--- src/periph_bus_pkg.sv ---
//~~~~~~~~~~~~~~~~~~~~~~~~~~~~~~~~~~~~~~~~~~~~~~~~~~~~~~~~~~~~~~~~~~~~~~~~~~
// Peripheral bus types: data byte, system address and interrupt sources
//~~~~~~~~~~~~~~~~~~~~~~~~~~~~~~~~~~~~~~~~~~~~~~~~~~~~~~~~~~~~~~~~~~~~~~~~~~
package periph_bus_pkg;

    typedef logic [7:0]  byte_t;
    typedef logic [15:0] addr_t;

    // one bit per interrupt source
    typedef logic [3:0]  int_src_t;

    localparam int unsigned src_gpio  = 0;
    localparam int unsigned src_timer = 1;
    localparam int unsigned src_soft  = 2;

    // bit 3 is reserved and always zero
    localparam int_src_t src_valid = 4'b0111;

endpackage

--- src/periph_map_pkg.sv ---
//~~~~~~~~~~~~~~~~~~~~~~~~~~~~~~~~~~~~~~~~~~~~~~~~~~~~~~~~~~~~~~~~~~~~~~~~~~
// Peripheral memory map: register counts, block offsets and the local
// offset type seen by every block behind the address window
//~~~~~~~~~~~~~~~~~~~~~~~~~~~~~~~~~~~~~~~~~~~~~~~~~~~~~~~~~~~~~~~~~~~~~~~~~~
package periph_map_pkg;

    // registers per block
    localparam int unsigned exti_size  = 3;
    localparam int unsigned gpio_size  = 6;
    localparam int unsigned timer_size = 3;
    localparam int unsigned power_size = 2;

    // blocks are packed back to back
    localparam int unsigned exti_off  = 0;
    localparam int unsigned gpio_off  = exti_off + exti_size;
    localparam int unsigned timer_off = gpio_off + gpio_size;
    localparam int unsigned power_off = timer_off + timer_size;

    localparam int unsigned total_size   = power_off + power_size;
    localparam int unsigned offset_width = $clog2(total_size);

    typedef logic [offset_width-1:0] offset_t;

    // true when offset lies in [base, base + size)
    function automatic logic block_hit(offset_t offset, int unsigned base,
                                       int unsigned size);
        return (offset >= base) && (offset < base + size);
    endfunction

endpackage

--- src/periph_bus_if.sv ---
//~~~~~~~~~~~~~~~~~~~~~~~~~~~~~~~~~~~~~~~~~~~~~~~~~~~~~~~~~~~~~~~~~~~~~~~~~~
// Decoded peripheral access, shared by all blocks behind the window
//~~~~~~~~~~~~~~~~~~~~~~~~~~~~~~~~~~~~~~~~~~~~~~~~~~~~~~~~~~~~~~~~~~~~~~~~~~
interface periph_bus_if;
    import periph_bus_pkg::*;
    import periph_map_pkg::*;

    // access inside the window
    logic    sel;
    // address relative to the window base
    offset_t offset;
    byte_t   wdata;
    logic    we;

    modport bus (
        output sel, offset, wdata, we
    );

    modport target (
        input sel, offset, wdata, we
    );

endinterface

--- src/periph_exti.sv ---
//~~~~~~~~~~~~~~~~~~~~~~~~~~~~~~~~~~~~~~~~~~~~~~~~~~~~~~~~~~~~~~~~~~~~~~~~~~
// External interrupt controller: pending flags, mask and software trigger
//~~~~~~~~~~~~~~~~~~~~~~~~~~~~~~~~~~~~~~~~~~~~~~~~~~~~~~~~~~~~~~~~~~~~~~~~~~
module periph_exti (
    input  logic                     clk,
    input  logic                     rst,
    periph_bus_if.target             bus,
    output periph_bus_pkg::byte_t    rdata,
    input  logic                     gpio_irq,
    input  logic                     timer_irq,
    output periph_bus_pkg::int_src_t cpu_int
);
    import periph_bus_pkg::*;
    import periph_map_pkg::*;

    int_src_t mask;
    int_src_t pending;
    int_src_t src_set;
    int_src_t src_clr;
    logic     hit;
    logic     wr;
    offset_t  idx;

    assign hit = bus.sel && block_hit(bus.offset, exti_off, exti_size);
    assign idx = bus.offset - offset_t'(exti_off);
    assign wr  = hit && bus.we;

    always_comb
    begin
        src_set = '0;
        src_set[src_gpio]  = gpio_irq;
        src_set[src_timer] = timer_irq;
        // software trigger, register 2
        src_set[src_soft]  = wr && (idx == 2) && bus.wdata[0];
    end

    // write one to clear
    assign src_clr = (wr && idx == 1) ? int_src_t'(bus.wdata[3:0]) : '0;

    always_ff @(posedge clk)
    begin
        if (rst)
        begin
            mask    <= '0;
            pending <= '0;
        end
        else
        begin
            // a new pulse wins over a clear in the same cycle
            pending <= ((pending & ~src_clr) | src_set) & src_valid;
            if (wr && idx == 0)
                mask <= int_src_t'(bus.wdata[3:0]) & src_valid;
        end
    end

    assign cpu_int = pending & mask;

    always_comb
    begin
        rdata = '0;
        if (hit)
        begin
            case (idx)
                0:       rdata = byte_t'(mask);
                1:       rdata = byte_t'(pending);
                default: rdata = '0;
            endcase
        end
    end

endmodule

--- src/periph_gpio.sv ---
//~~~~~~~~~~~~~~~~~~~~~~~~~~~~~~~~~~~~~~~~~~~~~~~~~~~~~~~~~~~~~~~~~~~~~~~~~~
// GPIO port: synchronized inputs, output latches and rising-edge interrupt
// with a per-bit edge enable
//~~~~~~~~~~~~~~~~~~~~~~~~~~~~~~~~~~~~~~~~~~~~~~~~~~~~~~~~~~~~~~~~~~~~~~~~~~
module periph_gpio #(
    parameter int gpio_width = 16
) (
    input  logic                  clk,
    input  logic                  rst,
    periph_bus_if.target          bus,
    output periph_bus_pkg::byte_t rdata,
    input  logic [gpio_width-1:0] gpi,
    output logic [gpio_width-1:0] gpo,
    output logic                  irq
);
    import periph_map_pkg::*;

    logic [gpio_width-1:0] gpi_meta;
    logic [gpio_width-1:0] gpi_sync;
    logic [gpio_width-1:0] gpi_prev;
    logic [gpio_width-1:0] edge_en;
    logic [15:0]           in_word;
    logic [15:0]           out_word;
    logic [15:0]           en_word;
    logic                  hit;
    logic                  wr;
    offset_t               idx;

    assign hit = bus.sel && block_hit(bus.offset, gpio_off, gpio_size);
    assign idx = bus.offset - offset_t'(gpio_off);
    assign wr  = hit && bus.we;

    always_ff @(posedge clk)
    begin
        if (rst)
        begin
            gpi_meta <= '0;
            gpi_sync <= '0;
            gpi_prev <= '0;
            gpo      <= '0;
            edge_en  <= '0;
        end
        else
        begin
            gpi_meta <= gpi;
            gpi_sync <= gpi_meta;
            gpi_prev <= gpi_sync;
            // only the bytes that exist take writes
            if (wr)
            begin
                for (int b = 0; b < gpio_width / 8; b++)
                begin
                    if (idx == offset_t'(2 + b))
                        gpo[b*8 +: 8] <= bus.wdata;
                    if (idx == offset_t'(4 + b))
                        edge_en[b*8 +: 8] <= bus.wdata;
                end
            end
        end
    end

    assign irq = |(gpi_sync & ~gpi_prev & edge_en);

    // missing high byte reads as zero
    assign in_word  = 16'(gpi_sync);
    assign out_word = 16'(gpo);
    assign en_word  = 16'(edge_en);

    always_comb
    begin
        rdata = '0;
        if (hit)
        begin
            case (idx)
                0:       rdata = in_word[7:0];
                1:       rdata = in_word[15:8];
                2:       rdata = out_word[7:0];
                3:       rdata = out_word[15:8];
                4:       rdata = en_word[7:0];
                5:       rdata = en_word[15:8];
                default: rdata = '0;
            endcase
        end
    end

endmodule

--- src/periph_timer.sv ---
//~~~~~~~~~~~~~~~~~~~~~~~~~~~~~~~~~~~~~~~~~~~~~~~~~~~~~~~~~~~~~~~~~~~~~~~~~~
// Reload timer: 16-bit down-counter, one irq pulse per expiry
//~~~~~~~~~~~~~~~~~~~~~~~~~~~~~~~~~~~~~~~~~~~~~~~~~~~~~~~~~~~~~~~~~~~~~~~~~~
module periph_timer (
    input  logic                  clk,
    input  logic                  rst,
    periph_bus_if.target          bus,
    output periph_bus_pkg::byte_t rdata,
    output logic                  irq
);
    import periph_map_pkg::*;

    logic        run;
    logic [15:0] reload;
    logic [15:0] count;
    logic        hit;
    logic        wr;
    offset_t     idx;

    assign hit = bus.sel && block_hit(bus.offset, timer_off, timer_size);
    assign idx = bus.offset - offset_t'(timer_off);
    assign wr  = hit && bus.we;

    always_ff @(posedge clk)
    begin
        if (rst)
        begin
            run    <= 1'b0;
            reload <= '0;
            count  <= '0;
            irq    <= 1'b0;
        end
        else
        begin
            irq <= 1'b0;
            if (wr && idx == 0)
            begin
                run <= bus.wdata[0];
                // starting the timer restarts the count
                if (bus.wdata[0])
                    count <= reload;
            end
            else if (run)
            begin
                if (count == '0)
                begin
                    count <= reload;
                    irq   <= 1'b1;
                end
                else
                begin
                    count <= count - 16'd1;
                end
            end

            if (wr && idx == 1)
                reload[7:0] <= bus.wdata;
            if (wr && idx == 2)
                reload[15:8] <= bus.wdata;
        end
    end

    always_comb
    begin
        rdata = '0;
        if (hit)
        begin
            case (idx)
                0:       rdata = {7'd0, run};
                1:       rdata = reload[7:0];
                2:       rdata = reload[15:8];
                default: rdata = '0;
            endcase
        end
    end

endmodule

--- src/periph_power.sv ---
//~~~~~~~~~~~~~~~~~~~~~~~~~~~~~~~~~~~~~~~~~~~~~~~~~~~~~~~~~~~~~~~~~~~~~~~~~~
// Power manager: stalls the CPU on a sleep write, wakes on masked interrupts
//~~~~~~~~~~~~~~~~~~~~~~~~~~~~~~~~~~~~~~~~~~~~~~~~~~~~~~~~~~~~~~~~~~~~~~~~~~
module periph_power (
    input  logic                     clk,
    input  logic                     rst,
    periph_bus_if.target             bus,
    output periph_bus_pkg::byte_t    rdata,
    input  periph_bus_pkg::int_src_t cpu_int,
    output logic                     cpu_enable
);
    import periph_bus_pkg::*;
    import periph_map_pkg::*;

    logic     asleep;
    int_src_t wake_mask;
    logic     wake;
    logic     hit;
    logic     wr;
    offset_t  idx;

    assign hit  = bus.sel && block_hit(bus.offset, power_off, power_size);
    assign idx  = bus.offset - offset_t'(power_off);
    assign wr   = hit && bus.we;
    assign wake = |(cpu_int & wake_mask);

    always_ff @(posedge clk)
    begin
        if (rst)
        begin
            asleep    <= 1'b0;
            wake_mask <= '0;
        end
        else
        begin
            // a pending wake source overrides any sleep request
            if (wake)
                asleep <= 1'b0;
            else if (wr && idx == 0)
                asleep <= bus.wdata[0];
            if (wr && idx == 1)
                wake_mask <= int_src_t'(bus.wdata[3:0]);
        end
    end

    assign cpu_enable = ~asleep;

    always_comb
    begin
        rdata = '0;
        if (hit)
        begin
            case (idx)
                0:       rdata = {7'd0, asleep};
                1:       rdata = byte_t'(wake_mask);
                default: rdata = '0;
            endcase
        end
    end

endmodule

--- src/reflet_peripheral.sv ---
//~~~~~~~~~~~~~~~~~~~~~~~~~~~~~~~~~~~~~~~~~~~~~~~~~~~~~~~~~~~~~~~~~~~~~~~~~~
// Peripheral subsystem of the microcontroller: decodes the register window
// above base_addr and joins exti, GPIO, timer and power manager
//~~~~~~~~~~~~~~~~~~~~~~~~~~~~~~~~~~~~~~~~~~~~~~~~~~~~~~~~~~~~~~~~~~~~~~~~~~
module reflet_peripheral #(
    parameter periph_bus_pkg::addr_t base_addr  = 16'hFF00,
    parameter int                    gpio_width = 16
) (
    input  logic                     clk,
    input  logic                     rst,
    input  logic                     enable,
    input  periph_bus_pkg::addr_t    addr,
    input  periph_bus_pkg::byte_t    data_in,
    output periph_bus_pkg::byte_t    data_out,
    input  logic                     write_en,
    input  logic [gpio_width-1:0]    gpi,
    output logic [gpio_width-1:0]    gpo,
    output periph_bus_pkg::int_src_t ext_int,
    output logic                     cpu_enable
);
    import periph_bus_pkg::*;
    import periph_map_pkg::*;

    addr_t addr_diff;
    logic  in_window;
    byte_t dout_exti;
    byte_t dout_gpio;
    byte_t dout_timer;
    byte_t dout_power;
    logic  gpio_irq;
    logic  timer_irq;

    periph_bus_if periph_bus ();

    // distance from base, no wrap past the top of memory
    assign addr_diff = addr - base_addr;
    assign in_window = enable && (addr >= base_addr) && (addr_diff < addr_t'(total_size));

    assign periph_bus.sel    = in_window;
    assign periph_bus.offset = offset_t'(addr_diff);
    assign periph_bus.wdata  = data_in;
    assign periph_bus.we     = write_en;

    periph_exti exti_inst (
        .clk       (clk),
        .rst       (rst),
        .bus       (periph_bus),
        .rdata     (dout_exti),
        .gpio_irq  (gpio_irq),
        .timer_irq (timer_irq),
        .cpu_int   (ext_int)
    );

    periph_gpio #(
        .gpio_width (gpio_width)
    ) gpio_inst (
        .clk   (clk),
        .rst   (rst),
        .bus   (periph_bus),
        .rdata (dout_gpio),
        .gpi   (gpi),
        .gpo   (gpo),
        .irq   (gpio_irq)
    );

    periph_timer timer_inst (
        .clk   (clk),
        .rst   (rst),
        .bus   (periph_bus),
        .rdata (dout_timer),
        .irq   (timer_irq)
    );

    periph_power power_inst (
        .clk        (clk),
        .rst        (rst),
        .bus        (periph_bus),
        .rdata      (dout_power),
        .cpu_int    (ext_int),
        .cpu_enable (cpu_enable)
    );

    // unaddressed blocks drive zero
    assign data_out = dout_exti | dout_gpio | dout_timer | dout_power;

endmodule

--- config.mk ---
export PLATFORM = sky130hd
export DESIGN_NAME = reflet_peripheral
export DESIGN_NICKNAME = d
export VERILOG_FILES = /design/src/periph_bus_pkg.sv /design/src/periph_map_pkg.sv /design/src/periph_bus_if.sv /design/src/periph_exti.sv /design/src/periph_gpio.sv /design/src/periph_timer.sv /design/src/periph_power.sv /design/src/reflet_peripheral.sv
export SDC_FILE = /design/constraint.sdc
export NUM_CORES = 1
export LEC_CHECK = 0
export ABC_CLOCK_PERIOD_IN_PS = 2100
export BUFFER_PORTS_ARGS = -buffer_cell sky130_fd_sc_hd__buf_4
export CAP_MARGIN = 30
export CORE_UTILIZATION = 44
export DETAILED_ROUTE_END_ITERATION = 7
export GPL_TIMING_DRIVEN = 0
export PLACE_DENSITY = 0.72
export REMOVE_ABC_BUFFERS = 1
export SETUP_SLACK_MARGIN = 0.02
export SYNTH_ARGS = -nofsm -noshare
export SYNTH_HDL_FRONTEND = slang
export SYNTH_SLANG_ARGS = --single-unit
export TNS_END_PERCENT = 100
--- constraint.sdc ---
create_clock -name clk -period 2.1 [get_ports clk]
set_input_delay 0.21 -clock clk [delete_from_list [all_inputs] [get_ports clk]]
set_output_delay 0.21 -clock clk [all_outputs]
set_load 0.005 [all_outputs]
Word level (Yosys, flattened, before mapping)
Cells that the tools add are included.
- add/sub/neg operators: 5
- multiply operators: 0
- divide/modulo/power cells: 0
- $lt $le $gt $ge: 9
- eq/ne operators: 11
- shift-type cells: 0
- mux-type cells: 14
- bitwise logic cells: 13
- reduce and logical (&&, ||, !) cells: 36
- operators with widths (cell ; number):
    $mux W16 ; 4
    $pmux W8 S6 ; 1
    $and A16 B16 Y16 ; 2
    $mux W8 ; 4
    $or A8 B8 Y8 ; 3
    $pmux W8 S3 ; 1
    $logic_and A1 B1 Y1 ; 22
    $eq A4 B1 Y1 const B ; 4
    $eq A4 B2 Y1 const B ; 4
    $ge A16 B16 Y1 const B ; 1
    $logic_not A16 Y1 ; 1
    $logic_not A4 Y1 ; 4
    $lt A16 B4 Y1 const B ; 1
    $not A16 Y16 ; 1
    $reduce_or A16 Y1 ; 1
    $sub A16 B1 Y16 const B ; 1
    $sub A16 B16 Y16 const B ; 1
    $lt A4 B4 Y1 const B ; 3
    $reduce_and A2 Y1 ; 5
    $eq A4 B3 Y1 const B ; 2
    $ge A4 B4 Y1 const B ; 2
    $pmux W4 S2 ; 1
    $sub A4 B4 Y4 const B ; 2
    $and A3 B3 Y3 ; 2
    14 further kinds ; 15
- bits in registers: 125
- latch bits: 0
- memory bits (writable): 0
- memory bits (read-only): 0
- output and inout port bits: 29
- memories: 0

Logic depth before layout (Yosys ltp)
Gate-level depths: netlist (run 1).
- word-level depth: 10
- gate-level depth with buffers: 8

Hierarchy
Synthesis (run 1) repeated with hierarchy kept, for this count alone.
- cells, all modules: 622
- area, all modules: 5771.8 µm²
- modules (own cells, without submodules) (module ; times used ; cells each ; area an instance (µm²) ; seq. area each (µm²)):
    periph_gpio ; 1 ; 306 ; 3037.9 ; 1601.5
    periph_timer ; 1 ; 212 ; 1839.3 ; 680.7
    periph_exti ; 1 ; 52 ; 434.2 ; 120.1
    periph_power ; 1 ; 39 ; 349.1 ; 100.1
    reflet_peripheral ; 1 ; 13 ; 111.4 ; 0.0

Worst setup path after synthesis (run 1)
No wires, ideal clock.
- path kind: register to register
- start point: register timer_inst.count[0]
- end point: register timer_inst.count[4]
- data arrival time: 1897 ps
- data required time: 1974 ps
- path slack: 77 ps
- stages on the path, launching flop included: 9
- path buffers: 1
- path through: dfxtp_1 inv_1 ha_1 or4b_2 o41ai_2 a21oi_1 clkbuf_1 a22oi_1 o22ai_1
- longest elaborated chain between the ends: 4
- ends and longest elaborated chain (item ; RTL line ; text):
    start: declaration ; periph_timer.sv:15 ; logic [15:0] count;
    start signal: assignment ; periph_timer.sv:41 ; count <= reload;
    start signal: assignment ; periph_timer.sv:47 ; count <= reload;
    start signal: assignment ; periph_timer.sv:52 ; count <= count - 16'd1;
    $sub A16 B1 Y16 / $logic_not A16 Y1 (equally long branches) ; periph_timer.sv:52, periph_timer.sv:45 ;
    $mux W16 * ; periph_timer.sv:45 ; if (count == '0)
    $mux W16 * ; periph_timer.sv:43 ; else if (run)
    $mux W16 * ; periph_timer.sv:36 ; if (wr && idx == 0)
Every way passes the cells marked *; elsewhere a longest branch is shown, timed or not. The select of a mux whose other input is x is not followed.
A chain may end at the register's enable or synchronous reset.

Worst setup path after layout (run 1)
- start point: input port addr[4]
- end point: output port data_out[2]
- longest elaborated chain between the ends: 8
- ends and longest elaborated chain (item ; RTL line ; text):
    start: declaration ; reflet_peripheral.sv:12 ; input periph_bus_pkg::addr_t addr,
    $sub A16 B16 Y16 / $ge A16 B16 Y1 (equally long branches) ; reflet_peripheral.sv:36, reflet_peripheral.sv:37 ;
    $lt A16 B4 Y1 / $logic_and A1 B1 Y1 (equally long branches) ; reflet_peripheral.sv:37 ; assign in_window = enable && (addr >= base_addr) && (addr_diff < addr_t'(total_size));
    $logic_and A1 B1 Y1 * ; reflet_peripheral.sv:37 ;
    $logic_and A1 B1 Y1 (on tied branches) ; periph_exti.sv:24, periph_gpio.sv:29 ;
    $mux W8 (on tied branches) ; periph_exti.sv:61, periph_gpio.sv:72 ;
    $or A8 B8 Y8 (2 in series) ; reflet_peripheral.sv:84 ; assign data_out = dout_exti | dout_gpio | dout_timer | dout_power;
    $or A8 B8 Y8 * ; reflet_peripheral.sv:84 ;
    end: declaration ; reflet_peripheral.sv:14 ; output periph_bus_pkg::byte_t data_out,
Every way passes the cells marked *; elsewhere a longest branch is shown, timed or not.

==> results of run 1 <==
[report_power, final]
part / internal (mW) / switching (mW)
logic: 0.135 / 0.156
registers: 2.41 / 0.0140
clock network: 1.81 / 1.08
total: 4.35 / 1.25
[flip-flops by register name, indices dropped and copies added, names as in the netlist]
signal                cells
timer_inst.reload        16
timer_inst.irq            1
power_inst.asleep         1
exti_inst.mask            3
timer_inst.count         16
gpio_inst.gpi_sync       16
power_inst.wake_mask      4
gpio_inst.gpi_prev       16
gpio_inst.gpi_meta       16
gpio_inst.edge_en        16
exti_inst.pending         3
gpio_inst.gpo            16
timer_inst.run            1
[layer usage]
| layer | share of wire [%] | vias to the layer above | GRT usage (%) |
|---|---|---|---|
| met5 | 0 | - | 0 |
| met4 | 1.6 | 0 | 10.04 |
| met3 | 4.9 | 26 | 4.639 |
| met2 | 51 | 167 | 40.68 |
| met1 | 43 | 2356 | 29.63 |
| li1 | - | 2322 | - |
[worst max-delay path: stages]
cell and delay, ns:
buf_6 0.09, nand4bb_4 0.24, nor4b_4 0.30, buf_4 0.18, buf_6 0.13, nand4_1 0.10, buf_6 0.17, o22a_1 0.15
o211ai_1 0.12, buf_4 0.16
[cell type report]
class	count	area (um2)
Timing Repair Buffer	97	797.0
Inverter	19	73.82
Multi-Input combinational cell	418	3153
Fill cell	1044	4933
Clock inverter	12	136.4
Tap cell	168	210.2
Clock buffer	19	452.9
Sequential cell	125	2505
[through the flow]
stage	setup TNS [ns]	hold WS, ns	utilization, %
after detailed placement	-40.42	0.4204	51.34
after global placement	-232.39	0.4164	50.69
after floorplan	-108.94	0.2791	-
after global routing	-0.1538	0.007540	59.77
final	0	0.007433	59.77
after CTS	0	0.0006087	58.21
[logic make-up after synthesis]
logic type	after synthesis	share of synthesized area [%]
adder cells (fa/ha/maj)	2	0.4436
other	1	0.06648
AO/OA/AOI/OAI	100	12.84
flip-flops	125	44.37
multiplexers	75	13.58
AND/OR/NAND/NOR	239	24.47
buffers and inverters	55	4.237
[worst max-delay path by stage]
stage	from	endpoint	slack, ns	cells past startpoint
3_3_place_gp	addr[6]	gpio_inst.edge_en[7]$_SDFFE_PP0P_	-3.22	6
3_5_place_dp	addr[7]	gpio_inst.edge_en[3]$_SDFFE_PP0P_	-0.74	8
6_report	addr[4]	data_out[2]	0.03	10
2_1_floorplan	addr[7]	timer_inst.count[14]$_SDFFE_PP0P_	-1.59	5
5_1_grt	addr[4]	data_out[2]	-0.04	10
4_1_cts	addr[7]	data_out[2]	0.003	10
[cell usage after synthesis (11+ instances only)]
cell,instances,share of area (%)
o22ai_1,16,1.8
nor2_1,65,4.3
nand3b_1,17,2.3
nand3_1,17,1.5
nor2b_1,54,6.0
dfxtp_1,125,44
inv_1,18,1.2
nand4_1,11,1.2
mux2i_1,72,13
a22oi_1,28,3.7
a21oi_1,15,1.3
clkbuf_1,22,1.5
nand2_1,21,1.4
[what timing repair did]
item	in CTS	in global routing
hold buffers	8	0
endpoints found under the hold margin	8	0
setup endpoints to repair	65	23
gates resized for setup	21	29
pin swaps	2	9
buffers inserted	5	7
gates cloned	0	1
==> metrics.md, run 1 <==
| Metric | Value |
|---|---|
| Worst-path fanout max | 8 |
| Clk slew on worst S/H paths | ~0.050 ns |
| Final WS setup | ~0.030 ns |
| Setup CP Type | input pin to output port |
| Clock skew | 0.01191 ns |
| Core box area | around 0.012 mm2 |
| Required @ worst endpoint | between 1.5 and 2 ns |
| CP arrival | 1.86 ns |
| CTS Root Cell | clkbuf_16 |
| Seq/Total Area, Yosys | 44.37% |
| Global-route wire length before repair | between 20 and 25 mm |
| DIE WIDTH | 115.2 um |
| Worst-Margin Slew | roughly 0.87 ns |
| Slew HR | 41.80% |
| GRT Total Usage | between 20% and 30% |
| Cells on worst reg2reg path | 7 |
| Worst-Skew Late Latency | approximately 0.4 ns |
| Post-synth EDFFs | 0 |
| Synthesis Warnings | 0 |
| Leakage | 3.142 nW |
| Setup violators final | 0 |
| Crit path time final | just over 2 ns |
| Initial core utilization | 46.00% |
| Drt first pass iters | 7 |
| Rows | 40 |
| Final WL | 15.40 mm |
| Number of port buffers | 71 |
| DR WL/cell | 17.95 um |
| Initial antenna violation count | 0 |
| CTS tree | done |
| Mapped Cells | about 600 |
| Global route total overflow | 0 |
| Avg Cell Area, Syn | approximately 9.4 um2 |
| Total number of vias | 4871 |
| Layout area overhead | 29.92% |
| Placed Area | between 0.006 and 0.007 mm2 |
| Detailed placer's ending HPWL | between 10 and 15 mm |
| DRC viols | 0 |
| Synth cell types | 67 |
| Post-route insts no fill | 858 |
| Worst VDD drop | 0.6525 mV |
| Capturing point of the worst reg2reg path | timer_inst.count[12]$_SDFFE_PP0P_ |
| Total power | between 5 and 6 mW |
| Final period util | between 90% and 100% |
| Post-Place Cells | just over 800 |
| Clock tree sinks | 125 |
| Pwr dens | approximately 770 mW/mm2 |
| NumNets Final | approximately 720 |
| DP Worst Slack | -0.7446 ns |
| Die area | 0.01328 mm2 |
| Post-route ant nets | 0 |
| Post-Layout Inst Area | 0.007328 mm2 |
| Unrepaired setup endpoints after global routing | true |
| Hold Path Origin | gpi[13] |
| Worst Hold Class | input pin to flop |
| Synth async-reset ratio | 0% |
| Routability cong. | about 0.85 |
| Worst Hold End | gpio_inst.gpi_meta[13]$_SDFF_PP0_ |
| I/O pins | 73 |
| Max_cap viols | 0 |
| Worst Setup Start Kind | input pin |
| Worst r2r src | timer_inst.count[0]$_SDFFE_PP0P_ |
| Status | completed |
| Crit. End Element | output port |
| Antenna Cells | 0 |
| Most used DFF post-synth | dfxtp_1 |
| Mapped Area | about 0.0056 mm2 |
| Commonest non-fill, non-tap cells in the layout | dfxtp_1, buf_4, mux2i_1 |
| Die Ht | 115.2 um |
| Initial drt markers | approximately 450 |
| Yosys reg bits | 125 |
| Share of layout cells above drive strength 1 | between 20 and 30% |
| Largest net degree at the start of global routing | 67 |
| Clock Path Buffers | 2 |
| H-Tree Level Count | 4 |
| Hold Crit Depth | 2 |
| Fmax | around 480 MHz |
| Commonest non-fill, non-tap cell in the layout | dfxtp_1 |
| R2R setup slack | about 0.03 ns |
| Vias in the first global route | roughly 4700 |
| Slew Limit Fails | 0 |
| Num CTS Buffers | 17 |
| Vias/cell | roughly 5.7 |
| Final Hold Fails | 0 |
(Power assumes the default switching activity.)
==> inputs of run 2 (changes only) <==
- ABC_CLOCK_PERIOD_IN_PS: 2100 -> 2500
- PLACE_DENSITY: 0.72 -> 0.69
- SLEW_MARGIN: unset -> 20
- clock period: 2.1 -> 2.5 ns (I/O delays scaled with it)
==> metrics.md, run 2 (synthesis gave the netlist of run 1 again) <==
| Metric | Value |
|---|---|
| Status | completed (unchanged) |
| Final WS setup | 0.1271 ns (was 0.02976 ns) |
| Slew HR | 38.38% (was 41.80%) |
| Routability cong. | 0.8743 (was 0.8513) |
| Placed Area | 0.006274 mm2 (was 0.006295 mm2) |
| Vias in the first global route | 4740 (was 4736) |
| Slew Limit Fails | 0 (unchanged) |
| Setup CP Type | input pin to output port (unchanged) |
| Hold Path Origin | gpi[1] (was gpi[13]) |
| Clock tree sinks | 125 (unchanged) |
| Capturing point of the worst reg2reg path | timer_inst.count[13]$_SDFFE_PP0P_ (was timer_inst.count[12]$_SDFFE_PP0P_) |
| Total power | 4.726 mW (was 5.606 mW) |
| Worst-Margin Slew | 0.9112 ns (was 0.8690 ns) |
| DIE WIDTH | 115.2 um (unchanged) |
| M2 GR Usage | 40.72% (was 40.68%) |
| Worst r2r src | timer_inst.count[0]$_SDFFE_PP0P_ (unchanged) |
| Required @ worst endpoint | 2.25 ns (was 1.89 ns) |
| Crit path time final | ~2.4 ns |
| Worst VDD drop | 0.4380 mV (was 0.6525 mV) |
| Commonest non-fill, non-tap cells in the layout | dfxtp_1, buf_4, mux2i_1 (unchanged) |
| Post-Layout Inst Area | 0.006927 mm2 (was 0.007328 mm2) |
| Final Hold Fails | 0 (unchanged) |
| Most used routing layer | met2 (unchanged) |
| Post-Place Cells | 803 (was 806) |
| DR WL/cell | 17.74 um (was 17.95 um) |
| Worst-Skew Late Latency | 0.42 ns (was 0.41 ns) |
| Met1 usage | 28.52% (was 29.63%) |
| Share of layout cells above drive strength 1 | 20.54% (was 25.94%) |
| Crit. End Element | output port (unchanged) |
| Rows | 40 (unchanged) |
| Worst hold slack | 0.03777 ns (was 0.007433 ns) |
| Multi-input gate area | 0.002939 mm2 (was 0.003153 mm2) |
| R2R setup slack | 0.16 ns (was 0.03 ns) |
| CP arrival | 2.12 ns (was 1.86 ns) |
| Initial core utilization | 46.00% (unchanged) |
| Worst Hold Class | input pin to flop (unchanged) |
| Post-route insts no fill | 840 (was 858) |
| Vias/cell | 5.675 (was 5.677) |
| Initial antenna violation count | 0 (unchanged) |
| Die Ht | 115.2 um (unchanged) |
| CTS Root Cell | clkbuf_16 (unchanged) |
| Hold Crit Depth | 2 (unchanged) |
| Final WL | 14.90 mm (was 15.40 mm) |
| Layout area overhead | 22.80% (was 29.92%) |
| GR Util met3 | 5.746% (was 4.639%) |
| Worst Setup Start Kind | input pin (unchanged) |
| Commonest non-fill, non-tap cell in the layout | dfxtp_1 (unchanged) |
| Worst-path fanout max | 7 (was 8) |
| Setup violators final | 0 (unchanged) |
| Fillers | 1089 (was 1044) |
| Register area | 0.002502 mm2 (was 0.002505 mm2) |
| DP Worst Slack | -0.3155 ns (was -0.7446 ns) |
| Initial drt markers | 394 (was 446) |
| Number of port buffers | 71 (unchanged) |
| Cells on worst reg2reg path | 8 (was 7) |
| NumNets Final | 706 (was 724) |
| Clock skew | 0.004685 ns (was 0.01191 ns) |
| H-Tree Level Count | 4 (unchanged) |
| Drt first pass iters | 5 (was 7) |
| Final period util | between 90% and 100% |
| Worst Hold End | gpio_inst.gpi_meta[1]$_SDFF_PP0_ (was gpio_inst.gpi_meta[13]$_SDFF_PP0_) |
| Max_cap viols | 0 (unchanged) |
| Clk slew on worst S/H paths | 0.06 ns (was 0.05 ns) |
| Global route total overflow | 0 (unchanged) |
| Die area | 0.01328 mm2 (unchanged) |
| CTS tree | done (unchanged) |
| Largest net degree at the start of global routing | 63 (was 67) |
| DRC viols | 0 (unchanged) |
| Clock Path Buffers | 2 (unchanged) |
| Pwr dens | 682.3 mW/mm2 (was 765.0 mW/mm2) |
| Fmax | approximately 420 MHz |
| Global-route wire length before repair | 23.81 mm (was 24.11 mm) |
| I/O pins | 73 (unchanged) |
| Antenna Cells | 0 (unchanged) |
| Unrepaired setup endpoints after global routing | true (unchanged) |
| GRT Total Usage | 23.79% (was 23.92%) |
| Core box area | 0.01226 mm2 (unchanged) |
| Total number of vias | 4767 (was 4871) |
| Leakage | 2.996 nW (was 3.142 nW) |
| Detailed placer's ending HPWL | 10.45 mm (was 10.49 mm) |
| Post-route ant nets | 0 (unchanged) |
| Num CTS Buffers | 17 (unchanged) |
run 2: changes by cell type in the layout (fill, tap and decap cells not counted), moves of 3 or more:
cell and delta:
a22oi_1 +9, a22oi_2 -9, dlygate4sd3_1 -8, buf_4 -5, buf_6 -5, nor2_1 +3, nor2_2 -3, o22ai_1 +3
o22ai_2 -3
run 2: routing by layer:
| metal | vias up | share of wire (%) |
|---|---|---|
| met4 | 0 | 2.5 |
| met2 | 163 | 50 |
| met1 | 2286 | 42 |
| met3 | 30 | 5.5 |
| met5 | - | 0 |
| li1 | 2288 | - |
run 2: per-stage QoR:
stage / utilization (%) / setup TNS (ns)
floorplan: - / -80.82
global placement: 50.69 / -199.61
detailed placement: 51.16 / -10.81
CTS: 56.15 / 0
global route: 56.49 / 0
finish: 56.49 / 0
run 2: layout make-up:
class / count / area share [%]
tap: 168 / 3.035
clock buffer: 18 / 6.196
clock inverter: 13 / 2.402
timing repair buffer: 80 / 8.779
inverter: 19 / 1.030
multi-input combinational: 417 / 42.43
sequential: 125 / 36.13
run 2: critical path: stages:
cell	delay, ns
buf_4	0.10
nand4bb_1	0.28
nor4b_4	0.41
buf_2	0.25
o211ai_1	0.31
a31oi_1	0.28
a211o_1	0.13
buf_4	0.10
run 2: report_power, final:
group          internal [mW]  switching [mW]  total [mW]
logic                 0.0922           0.118       0.211
registers               2.02          0.0120        2.04
clock network           1.56           0.915        2.48
total                   3.68            1.05        4.73
run 2: how the worst max path moves through the flow:
stage            start                           endpoint  slack (ns)
6_report       addr[7]                        data_out[1]        0.13
5_1_grt        addr[7]                        data_out[1]       0.005
3_3_place_gp   addr[6]   timer_inst.count[9]$_SDFFE_PP0P_       -2.81
3_5_place_dp   addr[7]  gpio_inst.edge_en[6]$_SDFFE_PP0P_       -0.32
4_1_cts        addr[7]                        data_out[5]        0.08
2_1_floorplan  addr[7]  timer_inst.count[14]$_SDFFE_PP0P_       -1.23
run 2: what timing repair did:
item                                    4_1_cts  5_1_grt
buffers inserted                              1        3
resized for setup                             1        1
hold buffers                                  0        0
pin swaps                                     1        1
endpoints found under the setup margin        7        9
==> inputs of run 3 (changes only) <==
- BUFFER_PORTS_ARGS: -buffer_cell sky130_fd_sc_hd__buf_4 -> unset
- CORE_MARGIN: unset -> 4
- DONT_BUFFER_PORTS: unset -> 1
- PLACE_DENSITY: 0.69 -> 0.65
==> metrics.md, run 3 (synthesis gave the netlist of run 1 again) <==
| Metric | Value |
|---|---|
| H-Tree Level Count | 4 (unchanged) |
| CP arrival | 2.65 ns (was 2.12 ns) |
| Worst Setup Start Kind | flop (was input pin) |
| Final WL | 15.26 mm (was 14.90 mm) |
| Commonest non-fill, non-tap cell in the layout | dfxtp_1 (unchanged) |
| Critical Path Max Stage Delay | 0.80 ns (was 0.41 ns) |
| GRT Total Usage | 21.19% (was 23.79%) |
| Clock Path Buffers | 2 (unchanged) |
| Worst VDD drop | 0.6833 mV (was 0.4380 mV) |
| Clock skew | 0.008217 ns (was 0.004685 ns) |
| Cells on worst reg2reg path | 7 (was 8) |
| Unrepaired setup endpoints after global routing | false (was true) |
| Setup TNS | 0 ns (unchanged) |
| Total number of vias | 4634 (was 4767) |
| Routability cong. | 0.8784 (was 0.8743) |
| DIE WIDTH | 121.2 um (was 115.2 um) |
| Largest net degree at the start of global routing | 108 (was 63) |
| Fillers | 1098 (was 1089) |
| Critical-path top delay cell | a21oi_1 (was nor4b_4) |
| Initial antenna violation count | 0 (unchanged) |
| Slew HR | 31.53% (was 38.38%) |
| Required @ worst endpoint | 2.83 ns (was 2.25 ns) |
| Pwr dens | 692.5 mW/mm2 (was 682.3 mW/mm2) |
| I/O pins | 73 (unchanged) |
| Clk slew on worst S/H paths | 0.06 ns (about the same) |
| Worst Hold Class | input pin to flop (unchanged) |
| Worst-Skew Late Latency | 0.42 ns (about the same) |
| Initial core utilization | 44.88% (was 46.00%) |
| Share of layout cells above drive strength 1 | 10.85% (was 20.54%) |
| CTS Root Cell | clkbuf_16 (unchanged) |
| Fmax | 430.0 MHz (was 421.4 MHz) |
| Worst-path cell chain | inv_1 -> ha_1 -> or4b_2 -> o41ai_2 -> a21oi_1 -> a22oi_1 -> o22ai_1 (was buf_4 -> nand4bb_1 -> nor4b_4 -> buf_2 -> o211ai_1 -> a31oi_1 -> a211o_1 -> buf_4) |
| Layout area overhead | 17.68% (was 22.80%) |
| Leakage | 2.733 nW (was 2.996 nW) |
| Worst-Margin Slew | 1.027 ns (was 0.9112 ns) |
| Final Hold Fails | 0 (unchanged) |
| Global-route wire length before repair | 24.26 mm (was 23.81 mm) |
| Global route total overflow | 0 (unchanged) |
| Hold Crit Depth | 2 (unchanged) |
| Initial drt markers | 431 (was 394) |
| Detailed placer's ending HPWL | 10.33 mm (was 10.45 mm) |
| Drt first pass iters | 5 (unchanged) |
| Core box area | 0.01257 mm2 (was 0.01226 mm2) |
| Setup CP Type | flop to flop (was input pin to output port) |
| Placed Area | 0.005736 mm2 (was 0.006274 mm2) |
| Post-Place Cells | 737 (was 803) |
| Slew Limit Fails | 0 (unchanged) |
| Post-Layout Inst Area | 0.006638 mm2 (was 0.006927 mm2) |
| Rows | 41 (was 40) |
| Worst hold slack | 0.01995 ns (was 0.03777 ns) |
| Crit. End Element | flop (was output port) |
| Vias/cell | 5.800 (was 5.675) |
| Die area | 0.01469 mm2 (was 0.01328 mm2) |
| Worst-path fanout max | 12 (was 7) |
| DR WL/cell | 19.10 um (was 17.74 um) |
| Antenna Cells | 0 (unchanged) |
| Max_cap viols | 0 (unchanged) |
| Post-route ant nets | 0 (unchanged) |
| Crit path time final | 2.326 ns (was 2.373 ns) |
| Post-route insts no fill | 799 (was 840) |
| Die Ht | 121.2 um (was 115.2 um) |
| Number of port buffers | 0 (was 71) |
| CTS tree | done (unchanged) |
| Num CTS Buffers | 17 (unchanged) |
| NumNets Final | 660 (was 706) |
| DRC viols | 0 (unchanged) |
| Vias in the first global route | 4480 (was 4740) |
| Clock tree sinks | 125 (unchanged) |
| Setup violators final | 0 (unchanged) |
| Final period util | 93.02% (was 94.92%) |
| Status | completed (unchanged) |
| Commonest non-fill, non-tap cells in the layout | dfxtp_1, mux2i_1, nor2_1 (was dfxtp_1, buf_4, mux2i_1) |
run 3: changes by cell type in the layout (fill, tap and decap cells not counted), sizes merged:
cell         previous run  this run
bufinv                  3         1
dlygate4sd3             0        26
inv                    21        28
clkbuf                 20        18
clkinv                  5         2
buf                    78         7
run 3: where the power goes:
group	total [mW]	internal [mW]	switching (mW)
sequential	2.03	2.02	0.0114
clock	2.39	1.40	0.995
combinational	0.167	0.0775	0.0896
run 3: per-stage QoR:
| stage | power (mW) | utilization, % | setup slack (ns) |
|---|---|---|---|
| 2_1_floorplan | 2.145 | - | -1.228 |
| 3_3_place_gp | 2.162 | 45.26 | -2.698 |
| 3_5_place_dp | 2.166 | 45.63 | -0.03540 |
| 4_1_cts | 4.631 | 52.50 | 0.1478 |
| 5_1_grt | 4.750 | 52.81 | 0.07711 |
| 6_report | 4.596 | 52.81 | 0.1744 |
run 3: final timing paths:
| path | start | end | slack (ns) |
|---|---|---|---|
| hold / removal | data_in[5] | timer_inst.reload[5]$_SDFFE_PP0P_ | 0.02 |
| setup reg to reg | timer_inst.count[0]$_SDFFE_PP0P_ | timer_inst.count[6]$_SDFFE_PP0P_ | 0.17 |
| setup / recovery | timer_inst.count[0]$_SDFFE_PP0P_ | timer_inst.count[6]$_SDFFE_PP0P_ | 0.17 |
| hold reg to reg | gpio_inst.gpi_meta[8]$_SDFF_PP0_ | gpio_inst.gpi_sync[8]$_SDFF_PP0_ | 0.43 |
run 3: critical path: cells and delay by family, from the launching register on:
kind                       cells  cell delay (ns)
AOI/OAI and AO/OA              4             1.25
DFF                            1             0.39
adders and majority gates      1             0.25
and+or+nand+nor                1             0.25
buffers and inverters          1             0.10
run 3: what timing repair did:
| item | 4_1_cts | 5_1_grt |
|---|---|---|
| endpoints found under the hold margin | 107 | 0 |
| setup buffers | 0 | 2 |
| endpoints found under the setup margin | 0 | 5 |
| hold buffers | 27 | 0 |
| gates resized for setup | 0 | 1 |
run 3: area by class of cell:
type	count	area [um2]	share of cell area (%)
timing repair buffer	34	342.8	5.165
clock buffer	17	425.4	6.409
clock inverter	15	150.1	2.262
tap	172	215.2	3.242
inverter	19	71.32	1.074
multi-input combinational	417	2930	44.15
sequential	125	2502	37.70
run 3: per-layer routing:
layer	track usage (%)	vias to the layer above	wire length (um)
li1	-	2191	-
met1	27.50	2220	6551
met2	34.25	192	7349
met3	5.734	31	1079
met4	7.003	0	280
met5	0	-	0
